### src/design/poolSettings.svh
// Shared sizes for the pooling datapath; K must stay in 1..15 and lanes times width sets the port
`ifndef POOL_SETTINGS_SVH
`define POOL_SETTINGS_SVH

// Activation lanes packed into one stream word
`define POOL_LANES 8

// Unsigned bits per lane
`define POOL_LANE_WIDTH 8

// Stream word width seen on the ports
`define POOL_WORD_WIDTH (`POOL_LANES * `POOL_LANE_WIDTH)

// Header field widths with the group size in the low bits
`define POOL_K_WIDTH 4
`define POOL_NUMOUT_WIDTH 16

// Stable cycles before the start button level is trusted
`define POOL_DEB_CYCLES 4

`endif

### src/design/poolPkg.sv
// Stream word views and pooling config; field widths assume the values of the settings header
`include "poolSettings.svh"

package poolPkg;

    // Header word layout with kSize in the lowest bits
    typedef struct packed {
        logic [`POOL_WORD_WIDTH-`POOL_NUMOUT_WIDTH-`POOL_K_WIDTH-1:0] reserved;
        logic [`POOL_NUMOUT_WIDTH-1:0]                                numOut;
        logic [`POOL_K_WIDTH-1:0]                                     kSize;
    } frameHeader_s;

    // One stream word with a header view and a lane view
    typedef union packed {
        frameHeader_s                                   hdr;
        logic [`POOL_LANES-1:0][`POOL_LANE_WIDTH-1:0]   lane;
    } actWord_u;

    // Decoded frame config held by the receiver
    typedef struct packed {
        logic [`POOL_K_WIDTH-1:0]      kSize;
        logic [`POOL_NUMOUT_WIDTH-1:0] numOut;
    } poolCfg_s;

endpackage

### src/design/actStream_if.sv
// Valid/ready stream of one activation word per beat; source holds dat and last until rdy
interface actStream_if;

    poolPkg::actWord_u dat;
    logic              vld;
    logic              last;
    logic              rdy;

    // Producer side
    modport src (
        output dat,
        output vld,
        output last,
        input  rdy
    );

    // Consumer side
    modport snk (
        input  dat,
        input  vld,
        input  last,
        output rdy
    );

endinterface

### src/design/frameReceiver.sv
// Inbound side; first beat after start is the header, input outside a frame is not accepted
`include "poolSettings.svh"

module frameReceiver (
    input  logic              clk,
    input  logic              reset,
    input  logic              startPulse,
    input  poolPkg::actWord_u inDat,
    input  logic              inDatVld,
    output logic              inDatRdy,
    actStream_if.src          out,
    output poolPkg::poolCfg_s cfg
);

    localparam int CNT_W = `POOL_K_WIDTH + `POOL_NUMOUT_WIDTH;

    localparam logic [1:0] ST_IDLE   = 2'd0;
    localparam logic [1:0] ST_HEADER = 2'd1;
    localparam logic [1:0] ST_DATA   = 2'd2;

    logic [1:0]        state;
    logic [CNT_W-1:0]  wordsLeft;
    logic [CNT_W-1:0]  frameWords;
    poolPkg::actWord_u holdDat;
    logic              holdVld;
    logic              inAccept;
    logic              dataAccept;

    // Total data beats announced by the header
    assign frameWords = CNT_W'(inDat.hdr.kSize) * CNT_W'(inDat.hdr.numOut);

    always_comb begin
        case (state)
            ST_HEADER: inDatRdy = 1'b1;
            ST_DATA:   inDatRdy = ~holdVld | out.rdy;
            default:   inDatRdy = 1'b0;
        endcase
    end

    assign inAccept   = inDatVld & inDatRdy;
    assign dataAccept = inAccept & (state == ST_DATA);

    // ============================================================
    // Frame FSM
    // ============================================================
    always_ff @(posedge clk) begin
        if (reset) begin
            state     <= ST_IDLE;
            wordsLeft <= '0;
            cfg       <= '0;
        end else begin
            case (state)
                ST_IDLE: begin
                    if (startPulse) begin
                        state <= ST_HEADER;
                    end
                end
                ST_HEADER: begin
                    if (inAccept) begin
                        cfg.kSize  <= inDat.hdr.kSize;
                        cfg.numOut <= inDat.hdr.numOut;
                        wordsLeft  <= frameWords;
                        state      <= (frameWords == '0) ? ST_IDLE : ST_DATA;
                    end
                end
                ST_DATA: begin
                    if (inAccept) begin
                        wordsLeft <= wordsLeft - 1'b1;
                        if (wordsLeft == CNT_W'(1)) begin
                            state <= ST_IDLE;
                        end
                    end
                end
                default: state <= ST_IDLE;
            endcase
        end
    end

    // One-entry holding register toward the core
    always_ff @(posedge clk) begin
        if (reset) begin
            holdVld <= 1'b0;
        end else if (dataAccept) begin
            holdVld <= 1'b1;
        end else if (out.rdy) begin
            holdVld <= 1'b0;
        end
    end

    always_ff @(posedge clk) begin
        if (dataAccept) begin
            holdDat <= inDat;
        end
    end

    assign out.dat  = holdDat;
    assign out.vld  = holdVld;
    assign out.last = 1'b0;

    // A zero group size would never close a group in the core
    hdrKNonZero: assert property (@(posedge clk) disable iff (reset)
        (state == ST_HEADER && inAccept) |-> (inDat.hdr.kSize != '0))
        else $error("header with zero group size accepted");

endmodule

### src/design/maxPoolCore.sv
// Per-lane unsigned max over K words; cfg must not change while a frame is in flight
`include "poolSettings.svh"

module maxPoolCore (
    input  logic              clk,
    input  logic              reset,
    input  poolPkg::poolCfg_s cfg,
    actStream_if.snk          in,
    actStream_if.src          out
);

    logic [`POOL_K_WIDTH-1:0]                     grpCnt;
    logic [`POOL_NUMOUT_WIDTH-1:0]                outCnt;
    logic [`POOL_LANES-1:0][`POOL_LANE_WIDTH-1:0] maxAcc;
    logic [`POOL_LANES-1:0][`POOL_LANE_WIDTH-1:0] maxNext;
    poolPkg::actWord_u                            resDat;
    logic                                         resVld;
    logic                                         resLast;
    logic                                         groupEnd;
    logic                                         lastGroup;
    logic                                         inAccept;

    assign groupEnd  = (grpCnt == cfg.kSize - 1'b1);
    assign lastGroup = (outCnt == cfg.numOut - 1'b1);

    // Stall only when a finished group has nowhere to go
    assign in.rdy   = ~groupEnd | ~resVld | out.rdy;
    assign inAccept = in.vld & in.rdy;

    // First word of a group loads directly
    always_comb begin
        for (int i = 0; i < `POOL_LANES; i++) begin
            if (grpCnt == '0 || in.dat.lane[i] > maxAcc[i]) begin
                maxNext[i] = in.dat.lane[i];
            end else begin
                maxNext[i] = maxAcc[i];
            end
        end
    end

    // ============================================================
    // Group and output counters
    // ============================================================
    always_ff @(posedge clk) begin
        if (reset) begin
            grpCnt <= '0;
            outCnt <= '0;
        end else if (inAccept) begin
            if (groupEnd) begin
                grpCnt <= '0;
                outCnt <= lastGroup ? '0 : outCnt + 1'b1;
            end else begin
                grpCnt <= grpCnt + 1'b1;
            end
        end
    end

    always_ff @(posedge clk) begin
        if (reset) begin
            resVld  <= 1'b0;
            resLast <= 1'b0;
        end else if (inAccept && groupEnd) begin
            resVld  <= 1'b1;
            resLast <= lastGroup;
        end else if (out.rdy) begin
            resVld <= 1'b0;
        end
    end

    always_ff @(posedge clk) begin
        if (inAccept) begin
            maxAcc <= maxNext;
        end
        if (inAccept && groupEnd) begin
            resDat.lane <= maxNext;
        end
    end

    assign out.dat  = resDat;
    assign out.vld  = resVld;
    assign out.last = resLast;

    // Pending result survives transmitter back-pressure untouched
    resHeld: assert property (@(posedge clk) disable iff (reset)
        (resVld && !out.rdy) |=> (resVld && $stable(resDat)))
        else $error("pooled result overwritten before transfer");

endmodule

### src/design/poolTop.sv
// Pooling accelerator top; one frame per start press, outDat is only meaningful with outDatVld
`include "poolSettings.svh"

module poolTop (
    input  logic                        clk,
    input  logic                        reset,
    input  logic                        startBtn,
    input  logic [`POOL_WORD_WIDTH-1:0] inDat,
    input  logic                        inDatVld,
    output logic                        inDatRdy,
    output logic [`POOL_WORD_WIDTH-1:0] outDat,
    output logic                        outDatVld,
    output logic                        outDatLast,
    input  logic                        outDatRdy,
    output logic                        netFnh
);

    logic              startPulse;
    poolPkg::actWord_u inWord;
    poolPkg::actWord_u outWord;
    poolPkg::poolCfg_s cfg;

    actStream_if rxToPool ();
    actStream_if poolToTx ();

    // Pad vectors to stream words
    assign inWord = inDat;
    assign outDat = outWord;

    // ============================================================
    // Start button
    // ============================================================
    startDebounce uStartDebounce (
        .clk        (clk),
        .reset      (reset),
        .startBtn   (startBtn),
        .startPulse (startPulse)
    );

    // ============================================================
    // Datapath
    // ============================================================
    frameReceiver uFrameReceiver (
        .clk        (clk),
        .reset      (reset),
        .startPulse (startPulse),
        .inDat      (inWord),
        .inDatVld   (inDatVld),
        .inDatRdy   (inDatRdy),
        .out        (rxToPool.src),
        .cfg        (cfg)
    );

    maxPoolCore uMaxPoolCore (
        .clk   (clk),
        .reset (reset),
        .cfg   (cfg),
        .in    (rxToPool.snk),
        .out   (poolToTx.src)
    );

    streamTransmitter uStreamTransmitter (
        .clk        (clk),
        .reset      (reset),
        .startPulse (startPulse),
        .in         (poolToTx.snk),
        .outDat     (outWord),
        .outDatVld  (outDatVld),
        .outDatLast (outDatLast),
        .outDatRdy  (outDatRdy),
        .netFnh     (netFnh)
    );

endmodule

### src/design/startDebounce.sv
// Start pulse on the debounced falling edge; the button must hold still for POOL_DEB_CYCLES cycles
`include "poolSettings.svh"

module startDebounce (
    input  logic clk,
    input  logic reset,
    input  logic startBtn,
    output logic startPulse
);

    localparam int CNT_W = $clog2(`POOL_DEB_CYCLES + 1);

    logic             debLevel;
    logic             debLevelDly;
    logic [CNT_W-1:0] stableCnt;

    // Count cycles the raw button disagrees with the trusted level
    always_ff @(posedge clk) begin
        if (reset) begin
            debLevel  <= 1'b0;
            stableCnt <= '0;
        end else if (startBtn != debLevel) begin
            if (stableCnt == CNT_W'(`POOL_DEB_CYCLES - 1)) begin
                debLevel  <= startBtn;
                stableCnt <= '0;
            end else begin
                stableCnt <= stableCnt + 1'b1;
            end
        end else begin
            stableCnt <= '0;
        end
    end

    always_ff @(posedge clk) begin
        if (reset) begin
            debLevelDly <= 1'b0;
        end else begin
            debLevelDly <= debLevel;
        end
    end

    // Release of the button starts the frame
    assign startPulse = debLevelDly & ~debLevel;

endmodule

### src/design/streamTransmitter.sv
// Outbound side with a two-entry queue; netFnh stays set until the next start pulse
module streamTransmitter (
    input  logic              clk,
    input  logic              reset,
    input  logic              startPulse,
    actStream_if.snk          in,
    output poolPkg::actWord_u outDat,
    output logic              outDatVld,
    output logic              outDatLast,
    input  logic              outDatRdy,
    output logic              netFnh
);

    poolPkg::actWord_u qDat [2];
    logic [1:0]        qLast;
    logic              wrPtr;
    logic              rdPtr;
    logic [1:0]        count;
    logic              push;
    logic              pop;

    assign in.rdy = (count != 2'd2);
    assign push   = in.vld & in.rdy;

    assign outDatVld  = (count != 2'd0);
    assign outDat     = qDat[rdPtr];
    assign outDatLast = outDatVld & qLast[rdPtr];
    assign pop        = outDatVld & outDatRdy;

    // Queue pointers and occupancy
    always_ff @(posedge clk) begin
        if (reset) begin
            wrPtr <= 1'b0;
            rdPtr <= 1'b0;
            count <= 2'd0;
        end else begin
            if (push) begin
                wrPtr <= ~wrPtr;
            end
            if (pop) begin
                rdPtr <= ~rdPtr;
            end
            count <= count + {1'b0, push} - {1'b0, pop};
        end
    end

    always_ff @(posedge clk) begin
        if (push) begin
            qDat[wrPtr]  <= in.dat;
            qLast[wrPtr] <= in.last;
        end
    end

    // Network done once the tagged word has left
    always_ff @(posedge clk) begin
        if (reset) begin
            netFnh <= 1'b0;
        end else if (startPulse) begin
            netFnh <= 1'b0;
        end else if (pop && qLast[rdPtr]) begin
            netFnh <= 1'b1;
        end
    end

    // A beat taken while full would overwrite the waiting head entry
    qNoOverflow: assert property (@(posedge clk) disable iff (reset)
        (outDatVld && !outDatRdy) |=>
            (outDatVld && $stable(outDat) && $stable(outDatLast)))
        else $error("output queue head changed under back-pressure");

endmodule

### config.mk
export PLATFORM = sky130hd
export DESIGN_NAME = poolTop
export DESIGN_NICKNAME = d
export VERILOG_FILES = /design/src/design/poolPkg.sv /design/src/design/actStream_if.sv /design/src/design/frameReceiver.sv /design/src/design/maxPoolCore.sv /design/src/design/poolTop.sv /design/src/design/startDebounce.sv /design/src/design/streamTransmitter.sv
export VERILOG_INCLUDE_DIRS = /design/src /design/src/design
export SDC_FILE = /design/constraint.sdc
export NUM_CORES = 1
export LEC_CHECK = 0
export BUFFER_PORTS_ARGS = -buffer_cell sky130_fd_sc_hd__buf_2
export CORE_ASPECT_RATIO = 1.2
export CORE_UTILIZATION = 53
export CTS_BUF_LIST = sky130_fd_sc_hd__clkbuf_8
export DETAILED_ROUTE_END_ITERATION = 10
export PLACE_DENSITY = 0.71
export SYNTH_ARGS = -nofsm -noshare
export SYNTH_HDL_FRONTEND = slang
export SYNTH_SLANG_ARGS = --single-unit
export TNS_END_PERCENT = 5
### constraint.sdc
create_clock -name clk -period 5.8 [get_ports clk]
set_clock_uncertainty 0.15 [all_clocks]
set_input_delay 0.87 -clock clk [delete_from_list [all_inputs] [get_ports clk]]
set_output_delay 0.87 -clock clk [all_outputs]
set_load 0.03 [all_outputs]
==> metrics.md <==
| Metric | Value |
|---|---|
| Share of layout cells above drive strength 1 | 22.6% |
| I/O Pins | 137 |
| Initial DRC count | 798 |
| Postcts setup bufs | 0 |
| Worst-Skew Late Latency | 600 ps |
| Max-cap viol count | 0 |
| Seq/Total Area, Yosys | 58.9% |
| Die ar. | 0.0366 mm^2 |
| Fin nets | 1849 |
| Worst-Margin Slew | 1120 ps |
| Hold Fails Final Rpt | 0 |
| Area Overhead vs Synth | 12.6% |
| CP Class | in2reg |
| Critical Path End Type | flop |
| Filler cells | 2812 |
| Die H | 209 um |
| Total number of vias | 12.0k |
| Number of global-route vias before repair | 12.3k |
| Yosys Warn Count | 0 |
| CTS Buf Count | 66 |
| CTS Hold Bufs | 0 |
| R2R Setup Slk | 2470 ps |
| Power Density | 309 mW/mm^2 |
| Placed Instance Area | 0.0201 mm^2 |
| Psw | 1.88 mW |
| Internal Pwr Total | 4.74 mW |
| Setup TNS | 0 ps |
| Initial core utilization | 54.2% |
| Worst Path Max Fanout | 18 |
| F_max | 0.216 GHz |
| H-tree depth | 3 |
| Initial antenna violation count | 5 |
| Commonest cells in the synthesized netlist | edfxtp_1, nand2_1, mux2_2 |
| Slowest cell on the critical path | fa_1 |
| CP cell instances | buf_2 > nand2_1 > fa_1 > fa_1 > inv_1 > ha_1 > and3_1 > a2111oi_2 > xnor2_1 > nor4_1 > nand4b_1 > or4b_1 > nor4_1 > a31oi_1 |
| Worst-path clk slew | 60 ps |
| Max Slew Vio Count | 0 |
| RePlAce Congestion | 0.959 |
| Sink Count | 398 |
| Synth top area cells | edfxtp_1, dfxtp_1, mux2_2, ha_1, fa_1 |
| Status | finished clean |
| Routed WL | 38.9 mm |
| Hold Path Class | reg2reg |
| Reg-to-reg critical path endpoint | uMaxPoolCore.outCnt[2] |
| Cell accounting for the most synthesized area | edfxtp_1 |
| Antenna viol nets, final | 0 |
| CP max stage delay | 550 ps |
| Post-synthesis cell area | 0.0190 mm^2 |
| Post-Layout Inst Area | 0.0214 mm^2 |
| Post-DP HPWL | 25.7 mm |
| Cell count after synthesis | 1484 |
| Post-synth cell types | 69 |
| Reg power frac | 47.5% |
| Logic pwr share | 17.3% |
| Syn Nets | 1683 |
| Syn avg cell area | 12.8 um^2 |
| Global-route wire length before repair | 62.4 mm |
| Slew headroom | 25.4% |
| CP Launch Type | primary input |
| Asr flop ratio synth | 0% |
| Cells on worst reg2reg path | 8 |
| WP data required | 6100 ps |
| CTS Root Buffer Type | clkbuf_8 |
| Largest net degree at the start of global routing | 72 |
| Final min period | 4630 ps |
| Setup crit start | inDat[3] |
| Core area | 0.0351 mm^2 |
| GR Util All Layers | 21.6% |
| Synth Register Bits | 398 |
| Reg2Reg Launch Point | uFrameReceiver.cfg[2] |
| Overflow after GRT | 0 |
| Max clock buf depth | 3 |
| CTS tree | done |
| Post-route setup slack | 1170 ps |
| Chip width | 175 um |
| Routed vias/inst | 5.52 |
| Fin crit share | 79.8% |
| Residual DRC count | 0 |
| Most common cell in the synthesized netlist | edfxtp_1 |
| Placement Setup Slack | 560 ps |
| Input/output buffers | 136 |
| Clk pwr share | 35.2% |
| Post-CTS Resized | 0 |
| Critical path data arrival time | 4930 ps |
| Number of cell rows | 75 |
| Primary FF master, synth | edfxtp_1 |
| Switching Fraction | 28.3% |
| Peak VDD IR | 0.000202 V |
| DRT Pass-1 Iters | 5 |
| Post-synth EDFFs | 322 |
| Final setup viols | 0 |
| CP endpoint | uFrameReceiver.state[1] |
| Fin Hold WS | 275 ps |
| RSZ-0062 raised after global routing | no |
| Share of the synthesized area in the top cell type | 50.9% |
| Routed wire per std cell | 17.9 um |
| Total leakage power | 8.26 nW |
[state kept, by name (all words and copies together), names as in the netlist, 2 cells and up, named ones only]
name                      cells
uFrameReceiver.cfg           20
uFrameReceiver.out.dat       64
uFrameReceiver.state          2
uFrameReceiver.wordsLeft     20
uMaxPoolCore.grpCnt           4
uMaxPoolCore.maxAcc          64
uMaxPoolCore.out.dat         64
uMaxPoolCore.outCnt          16
uStartDebounce.stableCnt      3
uStreamTransmitter.count      2
uStreamTransmitter.qDat     128
uStreamTransmitter.qLast      2
[critical path: cells and delay by family]
kind                     cells  cell delay, ps
AND/OR/NAND/NOR              6            1530
AO/OA/AOI/OAI                2             580
XOR/XNOR                     1             150
adder cells (fa/ha/maj)      3            1450
buffers and inverters        2             350
[cells by family (layout without fill, tap and decap cells)]
group	count (synthesis)	after routing	share of synthesized area (%)
buffers and inverters	164	383	3.40
DFF	398	398	58.9
muxes	132	132	7.75
AOI/OAI and AO/OA	210	210	7.07
other	0	3	0
xor gates and xnor gates	60	60	2.84
adders and majority gates	130	130	9.66
and+or+nand+nor	390	390	10.4
[layout make-up]
class,count,area (um^2),share of cell area (%)
diodes,3,7.51,0.0351
repair buffers,143,733,3.43
multi-input cells,922,7190,33.6
clock inverters,51,282,1.32
inverters,119,447,2.09
clock buffers,70,963,4.50
flip-flops and latches,398,11200,52.3
well taps,462,578,2.70
[worst min path at each step]
stage                                        endpoint  slack (ps)                   startpoint  depth (start not counted)
after floorplan           uStartDebounce.stableCnt[0]         250  uStartDebounce.stableCnt[0]                          1
after global placement    uStartDebounce.stableCnt[0]         260  uStartDebounce.stableCnt[0]                          1
after detailed placement  uStartDebounce.stableCnt[0]         270  uStartDebounce.stableCnt[0]                          1
after CTS                  uFrameReceiver.out.dat[23]         270                    inDat[23]                          1
after global routing       uFrameReceiver.out.dat[20]         270                    inDat[20]                          1
final                     uStartDebounce.stableCnt[0]         270  uStartDebounce.stableCnt[0]                          1
[routing by layer]
| metal | routed length (um) | up-vias | global-route usage [%] |
|---|---|---|---|
| met3 | 2310 | 89 | 4.57 |
| met1 | 16300 | 5819 | 26.7 |
| li1 | - | 5734 | - |
| met2 | 19000 | 322 | 36.9 |
| met5 | 29 | - | 0 |
| met4 | 1230 | 4 | 8.55 |
[through the flow]
step / util [%] / std cells / power, mW
4_1_cts: 60.9 / 2165 / 6.68
5_1_grt: 60.9 / 2166 / 6.92
6_report: 61.0 / 2168 / 6.62
2_1_floorplan: - / 1484 / 4.05
3_5_place_dp: 57.4 / 2044 / 4.34
3_3_place_gp: 57.4 / 2044 / 4.32
[power by group through the flow]
stage                     clock [mW]  combinational [mW]  sequential, mW
after floorplan                    0               0.867            3.18
after global placement             0                1.12            3.20
after detailed placement           0                1.14            3.20
after CTS                       2.39                1.15            3.14
after global routing            2.51                1.26            3.15
final                           2.33                1.15            3.14
[cells in the final DEF, fill, tap and decap left out, types with 31 or more instances in the layout]
cell type	n
a21oi_1	77
buf_2	136
clkbuf_8	70
dfxtp_1	75
edfxtp_1	322
ha_1	102
inv_1	132
mux2_2	122
nand2_1	136
nand3_1	34
nor2_1	66
o21ai_0	42
xor2_1	31
No activity file was read; power rests on OpenSTA's default activity.
